### src/ooo_consts.svh
`ifndef OOO_CONSTS_SVH
`define OOO_CONSTS_SVH

// ==============================
// Datapath widths
// ==============================

`define XLEN_W      32  // Data word
`define REG_ADDR_W  5   // Architectural register number

// ==============================
// Window depths
// ==============================

`define ROB_DEPTH   8   // Reorder buffer entries
`define ROB_TAG_W   3   // Must cover ROB_DEPTH entries
`define RS_DEPTH    4   // Reservation station slots

`endif

### src/isa_pkg.sv
`default_nettype none

`include "ooo_consts.svh"

package isa_pkg;

    // ==============================
    // Word and register types
    // ==============================

    typedef logic [`XLEN_W-1:0]     word_t;      // One data word
    typedef logic [`REG_ADDR_W-1:0] reg_addr_t;  // Destination register

    // ==============================
    // Operation classes
    // ==============================

    // Selects the execution unit downstream
    typedef enum logic [2:0] {
        int_alu = 3'd0,
        int_mul = 3'd1,
        int_div = 3'd2,
        fp_alu  = 3'd3,
        system  = 3'd4  // CSR and trap style ops
    } op_class_e;

endpackage : isa_pkg

`default_nettype wire

### src/window_pkg.sv
`default_nettype none

`include "ooo_consts.svh"

package window_pkg;

    import isa_pkg::*;

    // ==============================
    // Tags and operands
    // ==============================

    typedef logic [`ROB_TAG_W-1:0] rob_tag_t;  // Reorder buffer index

    typedef struct packed {
        logic     pending;  // Waiting on producer
        rob_tag_t tag;      // Producer tag, only meaningful while pending
    } src_t;

    // ==============================
    // Window interfaces
    // ==============================

    // From the rename stage
    typedef struct packed {
        op_class_e op;
        reg_addr_t rd;
        src_t      src1;
        src_t      src2;
        word_t     imm;
    } dispatch_t;

    // To the execution units
    typedef struct packed {
        rob_tag_t  tag;
        op_class_e op;
        reg_addr_t rd;
        word_t     imm;
    } issue_t;

    // Result returned by tag
    typedef struct packed {
        rob_tag_t tag;
        word_t    result;
        logic     exception;
    } writeback_t;

    // Retired in dispatch order
    typedef struct packed {
        rob_tag_t  tag;
        reg_addr_t rd;
        word_t     result;
        logic      exception;
    } commit_t;

    typedef enum logic [1:0] {
        disp_idle,
        disp_grant,
        disp_release
    } dispatch_state_e;

endpackage : window_pkg

`default_nettype wire
### src/dispatch_ctrl.sv
`default_nettype none
`timescale 1ns/100ps

module dispatch_ctrl
    import window_pkg::*;
(
    input  logic clk,
    input  logic rst_n,
    input  logic dispatch_req,
    input  logic rs_full,
    input  logic rob_full,
    output logic dispatch_ack,
    output logic alloc
);

    dispatch_state_e state;
    dispatch_state_e state_nxt;
    logic            room;

    // Both queues must take the entry
    assign room = !rs_full && !rob_full;

    // ==============================
    // Handshake FSM
    // ==============================

    always_comb begin
        state_nxt = state;
        case (state)
            disp_idle: begin
                if (dispatch_req && room) begin
                    state_nxt = disp_grant;
                end
            end
            disp_grant: begin
                if (!dispatch_req) begin  // Requester saw ack
                    state_nxt = disp_release;
                end
            end
            disp_release: begin
                state_nxt = disp_idle;  // Ack already low here
            end
            default: begin
                state_nxt = disp_idle;
            end
        endcase
    end

    always_ff @(posedge clk or negedge rst_n) begin
        if (!rst_n) begin
            state <= disp_idle;
        end else begin
            state <= state_nxt;
        end
    end

    // Queues write on the same edge that raises ack, payload still held
    assign alloc        = (state == disp_idle) && dispatch_req && room;
    assign dispatch_ack = (state == disp_grant);

    // ==============================
    // Checks
    // ==============================

    // Ack answers a request seen on the edge before
    ack_needs_req: assert property (
        @(posedge clk) disable iff (!rst_n)
        $rose(dispatch_ack) |-> $past(dispatch_req)
    ) else $error("dispatch_ack rose without dispatch_req");

endmodule : dispatch_ctrl

`default_nettype wire

### src/ooo_window_top.sv
`default_nettype none
`timescale 1ns/100ps

module ooo_window_top
    import window_pkg::*;
(
    input  logic       clk,
    input  logic       rst_n,
    input  logic       dispatch_req,
    input  dispatch_t  dispatch_in,
    output logic       dispatch_ack,
    input  logic       issue_en,
    output issue_t     issue_out,
    output logic       issue_valid,
    input  logic       wb_valid,
    input  writeback_t wb,
    input  logic       commit_en,
    output commit_t    commit_out,
    output logic       commit_valid
);

    logic     rs_full;
    logic     rob_full;
    logic     alloc;      // One pulse per accepted instruction
    rob_tag_t alloc_tag;  // ROB tail handed to the new RS entry

    // ==============================
    // Dispatch
    // ==============================

    dispatch_ctrl i_dispatch_ctrl (
        .clk          (clk),
        .rst_n        (rst_n),
        .dispatch_req (dispatch_req),
        .rs_full      (rs_full),
        .rob_full     (rob_full),
        .dispatch_ack (dispatch_ack),
        .alloc        (alloc)
    );

    // ==============================
    // Queues
    // ==============================

    reservation_station i_reservation_station (
        .clk         (clk),
        .rst_n       (rst_n),
        .alloc       (alloc),
        .dispatch_in (dispatch_in),
        .alloc_tag   (alloc_tag),
        .wb          (wb),
        .wb_valid    (wb_valid),
        .issue_en    (issue_en),
        .full        (rs_full),
        .issue_out   (issue_out),
        .issue_valid (issue_valid)
    );

    reorder_buffer i_reorder_buffer (
        .clk          (clk),
        .rst_n        (rst_n),
        .alloc        (alloc),
        .alloc_rd     (dispatch_in.rd),
        .wb           (wb),
        .wb_valid     (wb_valid),
        .commit_en    (commit_en),
        .alloc_tag    (alloc_tag),
        .full         (rob_full),
        .commit_out   (commit_out),
        .commit_valid (commit_valid)
    );

endmodule : ooo_window_top

`default_nettype wire

### src/reorder_buffer.sv
`default_nettype none
`timescale 1ns/100ps

`include "ooo_consts.svh"

module reorder_buffer
    import isa_pkg::*;
    import window_pkg::*;
(
    input  logic       clk,
    input  logic       rst_n,
    input  logic       alloc,
    input  reg_addr_t  alloc_rd,
    input  writeback_t wb,
    input  logic       wb_valid,
    input  logic       commit_en,
    output rob_tag_t   alloc_tag,
    output logic       full,
    output commit_t    commit_out,
    output logic       commit_valid
);

    // ==============================
    // Entry storage
    // ==============================

    logic [`ROB_DEPTH-1:0] valid_q;  // Allocated and not yet retired
    logic [`ROB_DEPTH-1:0] done_q;   // Result written back
    reg_addr_t             rd_q     [`ROB_DEPTH];
    word_t                 result_q [`ROB_DEPTH];
    logic                  exc_q    [`ROB_DEPTH];

    rob_tag_t              head;
    rob_tag_t              tail;
    logic [`ROB_TAG_W:0]   count;    // One extra bit to reach ROB_DEPTH
    logic                  commit_fire;

    // Wraps at ROB_DEPTH even if it is not a power of two
    function automatic rob_tag_t ptr_inc(input rob_tag_t p);
        if (p == rob_tag_t'(`ROB_DEPTH - 1)) begin
            ptr_inc = '0;
        end else begin
            ptr_inc = p + 1'b1;
        end
    endfunction

    // ==============================
    // Status and commit
    // ==============================

    assign alloc_tag   = tail;
    assign full        = (count == `ROB_DEPTH);
    assign commit_fire = valid_q[head] && done_q[head] && commit_en;  // Head only

    assign commit_valid = commit_fire;
    assign commit_out   = '{tag:       head,
                            rd:        rd_q[head],
                            result:    result_q[head],
                            exception: exc_q[head]};

    // ==============================
    // Pointer and flag update
    // ==============================

    always_ff @(posedge clk or negedge rst_n) begin
        if (!rst_n) begin
            head    <= '0;
            tail    <= '0;
            count   <= '0;
            valid_q <= '0;
            done_q  <= '0;
        end else begin
            if (commit_fire) begin
                valid_q[head] <= 1'b0;
                head          <= ptr_inc(head);
            end
            if (wb_valid) begin
                done_q[wb.tag] <= 1'b1;  // Tag picks the entry directly
            end
            if (alloc) begin
                valid_q[tail] <= 1'b1;
                done_q[tail]  <= 1'b0;
                tail          <= ptr_inc(tail);
            end
            case ({alloc, commit_fire})
                2'b10:   count <= count + 1'b1;
                2'b01:   count <= count - 1'b1;
                default: count <= count;  // Both or neither
            endcase
        end
    end

    // Payload, written on alloc and writeback
    always_ff @(posedge clk) begin
        if (alloc) begin
            rd_q[tail] <= alloc_rd;
        end
        if (wb_valid) begin
            result_q[wb.tag] <= wb.result;
            exc_q[wb.tag]    <= wb.exception;
        end
    end

    // ==============================
    // Checks
    // ==============================

    rob_no_alloc_full: assert property (
        @(posedge clk) disable iff (!rst_n)
        alloc |-> !full
    ) else $error("reorder buffer alloc while full");

    // Execution units only return tags still in flight and unfinished
    rob_wb_live: assert property (
        @(posedge clk) disable iff (!rst_n)
        wb_valid |-> valid_q[wb.tag] && !done_q[wb.tag]
    ) else $error("writeback to tag %0d which is not in flight", wb.tag);

endmodule : reorder_buffer

`default_nettype wire

### src/reservation_station.sv
`default_nettype none
`timescale 1ns/100ps

`include "ooo_consts.svh"

module reservation_station
    import window_pkg::*;
(
    input  logic       clk,
    input  logic       rst_n,
    input  logic       alloc,
    input  dispatch_t  dispatch_in,
    input  rob_tag_t   alloc_tag,
    input  writeback_t wb,
    input  logic       wb_valid,
    input  logic       issue_en,
    output logic       full,
    output issue_t     issue_out,
    output logic       issue_valid
);

    typedef logic [$clog2(`RS_DEPTH)-1:0] rs_slot_t;

    // ==============================
    // Slot storage
    // ==============================

    logic [`RS_DEPTH-1:0] slot_valid;
    src_t                 slot_src1 [`RS_DEPTH];
    src_t                 slot_src2 [`RS_DEPTH];
    issue_t               slot_info [`RS_DEPTH];  // Everything that leaves on issue

    logic [`RS_DEPTH-1:0] slot_ready;
    rs_slot_t             free_slot;
    rs_slot_t             issue_slot;
    logic                 any_ready;

    // Clears pending when the producer's tag is on the writeback bus
    function automatic src_t wake(
        input src_t     s,
        input logic     hit_valid,
        input rob_tag_t hit_tag
    );
        wake = s;
        if (hit_valid && s.pending && (s.tag == hit_tag)) begin
            wake.pending = 1'b0;
        end
    endfunction

    // ==============================
    // Slot selection
    // ==============================

    always_comb begin
        for (int i = 0; i < `RS_DEPTH; i++) begin
            slot_ready[i] = slot_valid[i] && !slot_src1[i].pending && !slot_src2[i].pending;
        end
    end

    // Scan downward so the lowest index wins
    always_comb begin
        free_slot  = '0;
        issue_slot = '0;
        for (int i = `RS_DEPTH - 1; i >= 0; i--) begin
            if (!slot_valid[i]) begin
                free_slot = rs_slot_t'(i);
            end
            if (slot_ready[i]) begin
                issue_slot = rs_slot_t'(i);
            end
        end
    end

    assign any_ready   = |slot_ready;
    assign full        = &slot_valid;
    assign issue_valid = any_ready && issue_en;
    assign issue_out   = slot_info[issue_slot];

    // ==============================
    // Slot update
    // ==============================

    always_ff @(posedge clk or negedge rst_n) begin
        if (!rst_n) begin
            slot_valid <= '0;
        end else begin
            if (issue_valid) begin
                slot_valid[issue_slot] <= 1'b0;  // Transfer on this edge
            end
            if (alloc) begin
                slot_valid[free_slot] <= 1'b1;  // Never the issuing slot
            end
        end
    end

    always_ff @(posedge clk) begin
        for (int i = 0; i < `RS_DEPTH; i++) begin
            if (alloc && (free_slot == rs_slot_t'(i))) begin
                // Same-cycle writeback also wakes the new entry
                slot_src1[i] <= wake(dispatch_in.src1, wb_valid, wb.tag);
                slot_src2[i] <= wake(dispatch_in.src2, wb_valid, wb.tag);
                slot_info[i] <= '{tag: alloc_tag,
                                  op:  dispatch_in.op,
                                  rd:  dispatch_in.rd,
                                  imm: dispatch_in.imm};
            end else begin
                slot_src1[i] <= wake(slot_src1[i], wb_valid, wb.tag);
                slot_src2[i] <= wake(slot_src2[i], wb_valid, wb.tag);
            end
        end
    end

    // ==============================
    // Checks
    // ==============================

    // Dispatch must respect our full flag
    rs_no_alloc_full: assert property (
        @(posedge clk) disable iff (!rst_n)
        alloc |-> !full
    ) else $error("reservation station alloc while full");

    rs_issue_ready: assert property (
        @(posedge clk) disable iff (!rst_n)
        issue_valid |-> !slot_src1[issue_slot].pending && !slot_src2[issue_slot].pending
    ) else $error("reservation station issued an entry with a pending source");

endmodule : reservation_station

`default_nettype wire

### config.mk
export PLATFORM = sky130hd
export DESIGN_NAME = ooo_window_top
export DESIGN_NICKNAME = d
export VERILOG_FILES = /design/src/isa_pkg.sv /design/src/window_pkg.sv /design/src/dispatch_ctrl.sv /design/src/ooo_window_top.sv /design/src/reorder_buffer.sv /design/src/reservation_station.sv
export VERILOG_INCLUDE_DIRS = /design/src
export SDC_FILE = /design/constraint.sdc
export NUM_CORES = 1
export LEC_CHECK = 0
export ABC_CLOCK_PERIOD_IN_PS = 6400
export BUFFER_PORTS_ARGS = -buffer_cell sky130_fd_sc_hd__buf_2
export CORE_MARGIN = 1.5
export CORE_UTILIZATION = 32
export CTS_BUF_LIST = sky130_fd_sc_hd__clkbuf_4 sky130_fd_sc_hd__clkbuf_8
export DETAILED_ROUTE_END_ITERATION = 10
export PLACE_DENSITY = 0.6
export SETUP_SLACK_MARGIN = 0.1
export SYNTH_ARGS = -nofsm -noshare
export SYNTH_HDL_FRONTEND = slang
export SYNTH_SLANG_ARGS = --single-unit
export TNS_END_PERCENT = 10
### constraint.sdc
create_clock -name clk -period 6.4 [get_ports clk]
set_clock_uncertainty 0.05 [all_clocks]
set_input_delay 0.64 -clock clk [delete_from_list [all_inputs] [get_ports clk]]
set_output_delay 0.64 -clock clk [all_outputs]
set_load 0.03 [all_outputs]
==> impl_metrics.csv <==
group,metric,value,unit
yosys,synth.top_cells.by_count,"sky130_fd_sc_hd__edfxtp_1, sky130_fd_sc_hd__mux2i_1, sky130_fd_sc_hd__nor2_1",
setup_path,cp-start-kind,"flop",
yosys,synth.net_count,1331,
die,placementRows,93,
pwr,power.density,449,nW/um^2
die,num_io_pins,177,
min_path,min_to,"i_reservation_station.slot_info[1][8]",
route,first_pass_iteration_count_of_the_detailed_router,5,
finish,nets,1557,
clock_tree,root_buffer_cell,"sky130_fd_sc_hd__clkbuf_8",
clock_tree,clk_pin_slew_worst_paths,0.06,ns
clock_tree,cts_tree,"done",
clock_tree,worstSkewPairLatency,0.68,ns
pwr,max_ir_drop_vdd,0.000313,V
outcome,run_status,"finished clean",
setup_path,path_class,"reg2out",
yosys,most_common_cell_in_the_synthesized_netlist,"sky130_fd_sc_hd__edfxtp_1",
route,post_drt_wl_per_cell,21.3,microns
sta,worstMarginPinSlew,1.21,ns
global_route,grt_pass1_wl,75900,microns
yosys,netlist_area,21000,sq um
placed_design,place.detailed.hpwl,29600,microns
yosys,yosys.cell_types.count,60,
finish,finalCoreUtilization,38.2,%
finish,area.growth.synth_to_final,17.6,%
clock_tree,cts_htree_levels,3,
setup_path,crit_path_cell_trace,"inv_2 > nor2_1 > a221oi_1 > o22ai_1 > buf_2",
sta,post-route-period-util,68.1,%
global_route,grt_overflow,0,
route,drt.antenna.violating_nets,0,
sta,setup_viol_count_final,0,
pwr,power_total,0.0111,W
sta,rsz0062_at_grt,"false",
setup_path,worst_r2r_endpoint,"i_reorder_buffer.count[2]",
setup_path,cpMaxStageDelayCell,"sky130_fd_sc_hd__nor2_1",
yosys,postSynth.topFlopCell,"sky130_fd_sc_hd__edfxtp_1",
clock_tree,cts_max_path_buffers,3,
route,average_vias_per_placed_instance,4.99,
yosys,ys.warnings.count,0,
global_route,grt_util_all_layers,15.0,%
setup_path,arrival,3.67,ns
setup_path,worstRegToRegCells,11,
placed_design,dpl_cell_area,22900,sq um
placed_design,number_of_i_o_port_buffers,176,
clock_tree,clock-sinks,540,
clock_tree,tritoncts.num_buffers,89,
die,fp.dieArea,67200,sq um
yosys,async_flop_share,5.93,%
die,floorplan.die.width,259,microns
yosys,synth_area_leaders,"sky130_fd_sc_hd__edfxtp_1, sky130_fd_sc_hd__dfrtp_1, sky130_fd_sc_hd__mux2i_1, sky130_fd_sc_hd__a22oi_1, sky130_fd_sc_hd__mux2_2",
global_route,antenna_found_initial,5,
yosys,synth-edff-count,508,
finish,final_layout_size_suffix_gt1_share,28.3,%
setup_path,worst_reg2reg_startpoint,"i_reorder_buffer.head[2]",
yosys,synth_top_area_share,72.6,%
sta,fmax,229,MHz
min_path,worstHoldStart,"dispatch_in[8]",
placed_design,numPlacedInstances,2223,
die,die-height,259,microns
finish,final_design_area_no_fill,24700,sq um
yosys,yosys_register_bits,540,
finish,layout.cells.non_filler,2391,
setup_path,worstPathMaxFanout,41,
die,core-area,64700,sq um
route,postRouteWirelength,51000,microns
finish,fill_cells,6081,
pwr,leakagePower,8.34,nW
die,floorplan.initialDensity,32.5,%
min_path,hold-path-cell-count,1,
yosys,postSynthCellCount,1234,
sta,final_period_minus_worst_setup_slack,4.36,ns
global_route,first_global_vias,12100,
clock_tree,post_cts_setup_buffer_count,0,
setup_path,crit_path_end_kind,"primary output",
route,drtIter0Drc,1079,
run,max_cap_viol_count,0,
global_route,grt_max_degree,50,
setup_path,flop2flop_setup_slack,2.78,ns
yosys,seq_area_frac_synth,76.4,%
sta,timing_hold_violations_final,0,
sta,final-max-slew-violation-count,0,
yosys,synth.largest_area_cell,"sky130_fd_sc_hd__edfxtp_1",
sta,fin_tns_setup,0,ns
placed_design,globalplace.congestion,0.752,
setup_path,required,5.71,ns
route,drc,0,
yosys,syn_area_per_cell,17.0,sq um
min_path,hold_path.class,"in2reg",
sta,slew_headroom,19.0,%
setup_path,timing.critical_path.slowest_cell_delay,0.90,ns
route,route.vias.total,11900,
[worst max-delay path, delay by kind of cell, from the launching register on]
family                 cells  cell delay (ns)
AOI/OAI and AO/OA          2             0.57
buffers and inverters      2             0.70
DFF                        1             0.83
and+or+nand+nor            1             0.90
[worst max path at each step]
| stage | start | endpoint | depth (start not counted) |
|---|---|---|---|
| floorplan | wb[34] | i_reorder_buffer.exc_q[0] | 3 |
| global placement | i_reorder_buffer.head[0] | commit_out[16] | 5 |
| detailed placement | i_reorder_buffer.head[0] | commit_out[34] | 5 |
| CTS | i_reorder_buffer.head[0] | commit_out[34] | 5 |
| global route | i_reorder_buffer.head[0] | commit_out[16] | 5 |
| finish | i_reorder_buffer.head[0] | commit_out[16] | 5 |
[layout by cell type (no fill, tap or decap), types with 15 or more instances in the layout]
cell type	synthesis	routed
sky130_fd_sc_hd__edfxtp_1	508	508
sky130_fd_sc_hd__xor2_1	19	19
sky130_fd_sc_hd__a221oi_1	23	23
sky130_fd_sc_hd__mux2i_1	78	78
sky130_fd_sc_hd__o22ai_1	45	45
sky130_fd_sc_hd__o21ai_0	42	42
sky130_fd_sc_hd__buf_2	17	176
sky130_fd_sc_hd__nor2_1	71	64
sky130_fd_sc_hd__clkinv_1	0	25
sky130_fd_sc_hd__mux2_2	35	35
sky130_fd_sc_hd__clkbuf_8	0	90
sky130_fd_sc_hd__mux4_2	15	15
sky130_fd_sc_hd__a22oi_1	58	58
sky130_fd_sc_hd__nand2_1	64	64
sky130_fd_sc_hd__clkbuf_4	0	30
sky130_fd_sc_hd__xnor2_1	16	16
sky130_fd_sc_hd__dfrtp_1	32	29
sky130_fd_sc_hd__a21oi_1	28	27
sky130_fd_sc_hd__buf_4	6	31
[cell families (layout without fill, tap and decap cells)]
kind of cell / count (synthesis) / after routing / share of synthesized area [%]
fa+ha+maj: 7 / 7 / 0.417
buf+inv: 84 / 384 / 1.96
flops: 540 / 540 / 76.4
mux: 130 / 130 / 7.34
other cells: 0 / 2 / 0
simple gates: 190 / 190 / 4.25
compound gates: 248 / 248 / 8.18
xor+xnor: 35 / 35 / 1.46
[per-layer routing]
metal	part of all wire [%]	track usage, %
met5	0.11	0
met4	2.7	5.23
met3	6.7	3.58
met2	48	25.0
met1	42	19.2
[power breakdown]
group / leakage (nW) / switching, W / internal (W) / total (W)
sequential: 4.99 / 0.000313 / 0.00428 / 0.00459
clock: 0.929 / 0.00140 / 0.00156 / 0.00296
combinational: 2.43 / 0.00240 / 0.00115 / 0.00355
[metrics by stage]
stage	worst slack, ns	hold WS (ns)
2_1_floorplan	2.40	0.294
6_report	2.04	0.130
3_5_place_dp	2.72	0.422
5_1_grt	1.88	0.0876
3_3_place_gp	2.77	0.407
4_1_cts	1.98	0.0586
[registers in the layout (all words and copies together) (netlist names)]
signal / flops
i_dispatch_ctrl.state: 2
i_reorder_buffer.alloc_tag: 3
i_reorder_buffer.count: 4
i_reorder_buffer.done_q: 8
i_reorder_buffer.exc_q: 8
i_reorder_buffer.head: 3
i_reorder_buffer.rd_q: 40
i_reorder_buffer.result_q: 256
i_reorder_buffer.valid_q: 8
i_reservation_station.slot_info: 172
i_reservation_station.slot_src1: 16
i_reservation_station.slot_src2: 16
i_reservation_station.slot_valid: 4
[repair_timing]
item | 4_1_cts | 5_1_grt
gates resized for setup | 0 | 0
endpoints found under the hold margin | 8 | 0
hold buffers | 1 | 0
[cell type report]
cell class | instances | area, sq um | share of cell area (%)
Sequential cell | 540 | 16100 | 65.0
Antenna cell | 2 | 5.00 | 0.0203
Clock buffer | 120 | 1460 | 5.92
Multi-Input combinational cell | 610 | 4650 | 18.8
Timing Repair Buffer | 208 | 1120 | 4.55
Inverter | 11 | 41.3 | 0.167
Tap cell | 855 | 1070 | 4.33
Clock inverter | 45 | 298 | 1.20
No activity file was read; power rests on OpenSTA's default activity.
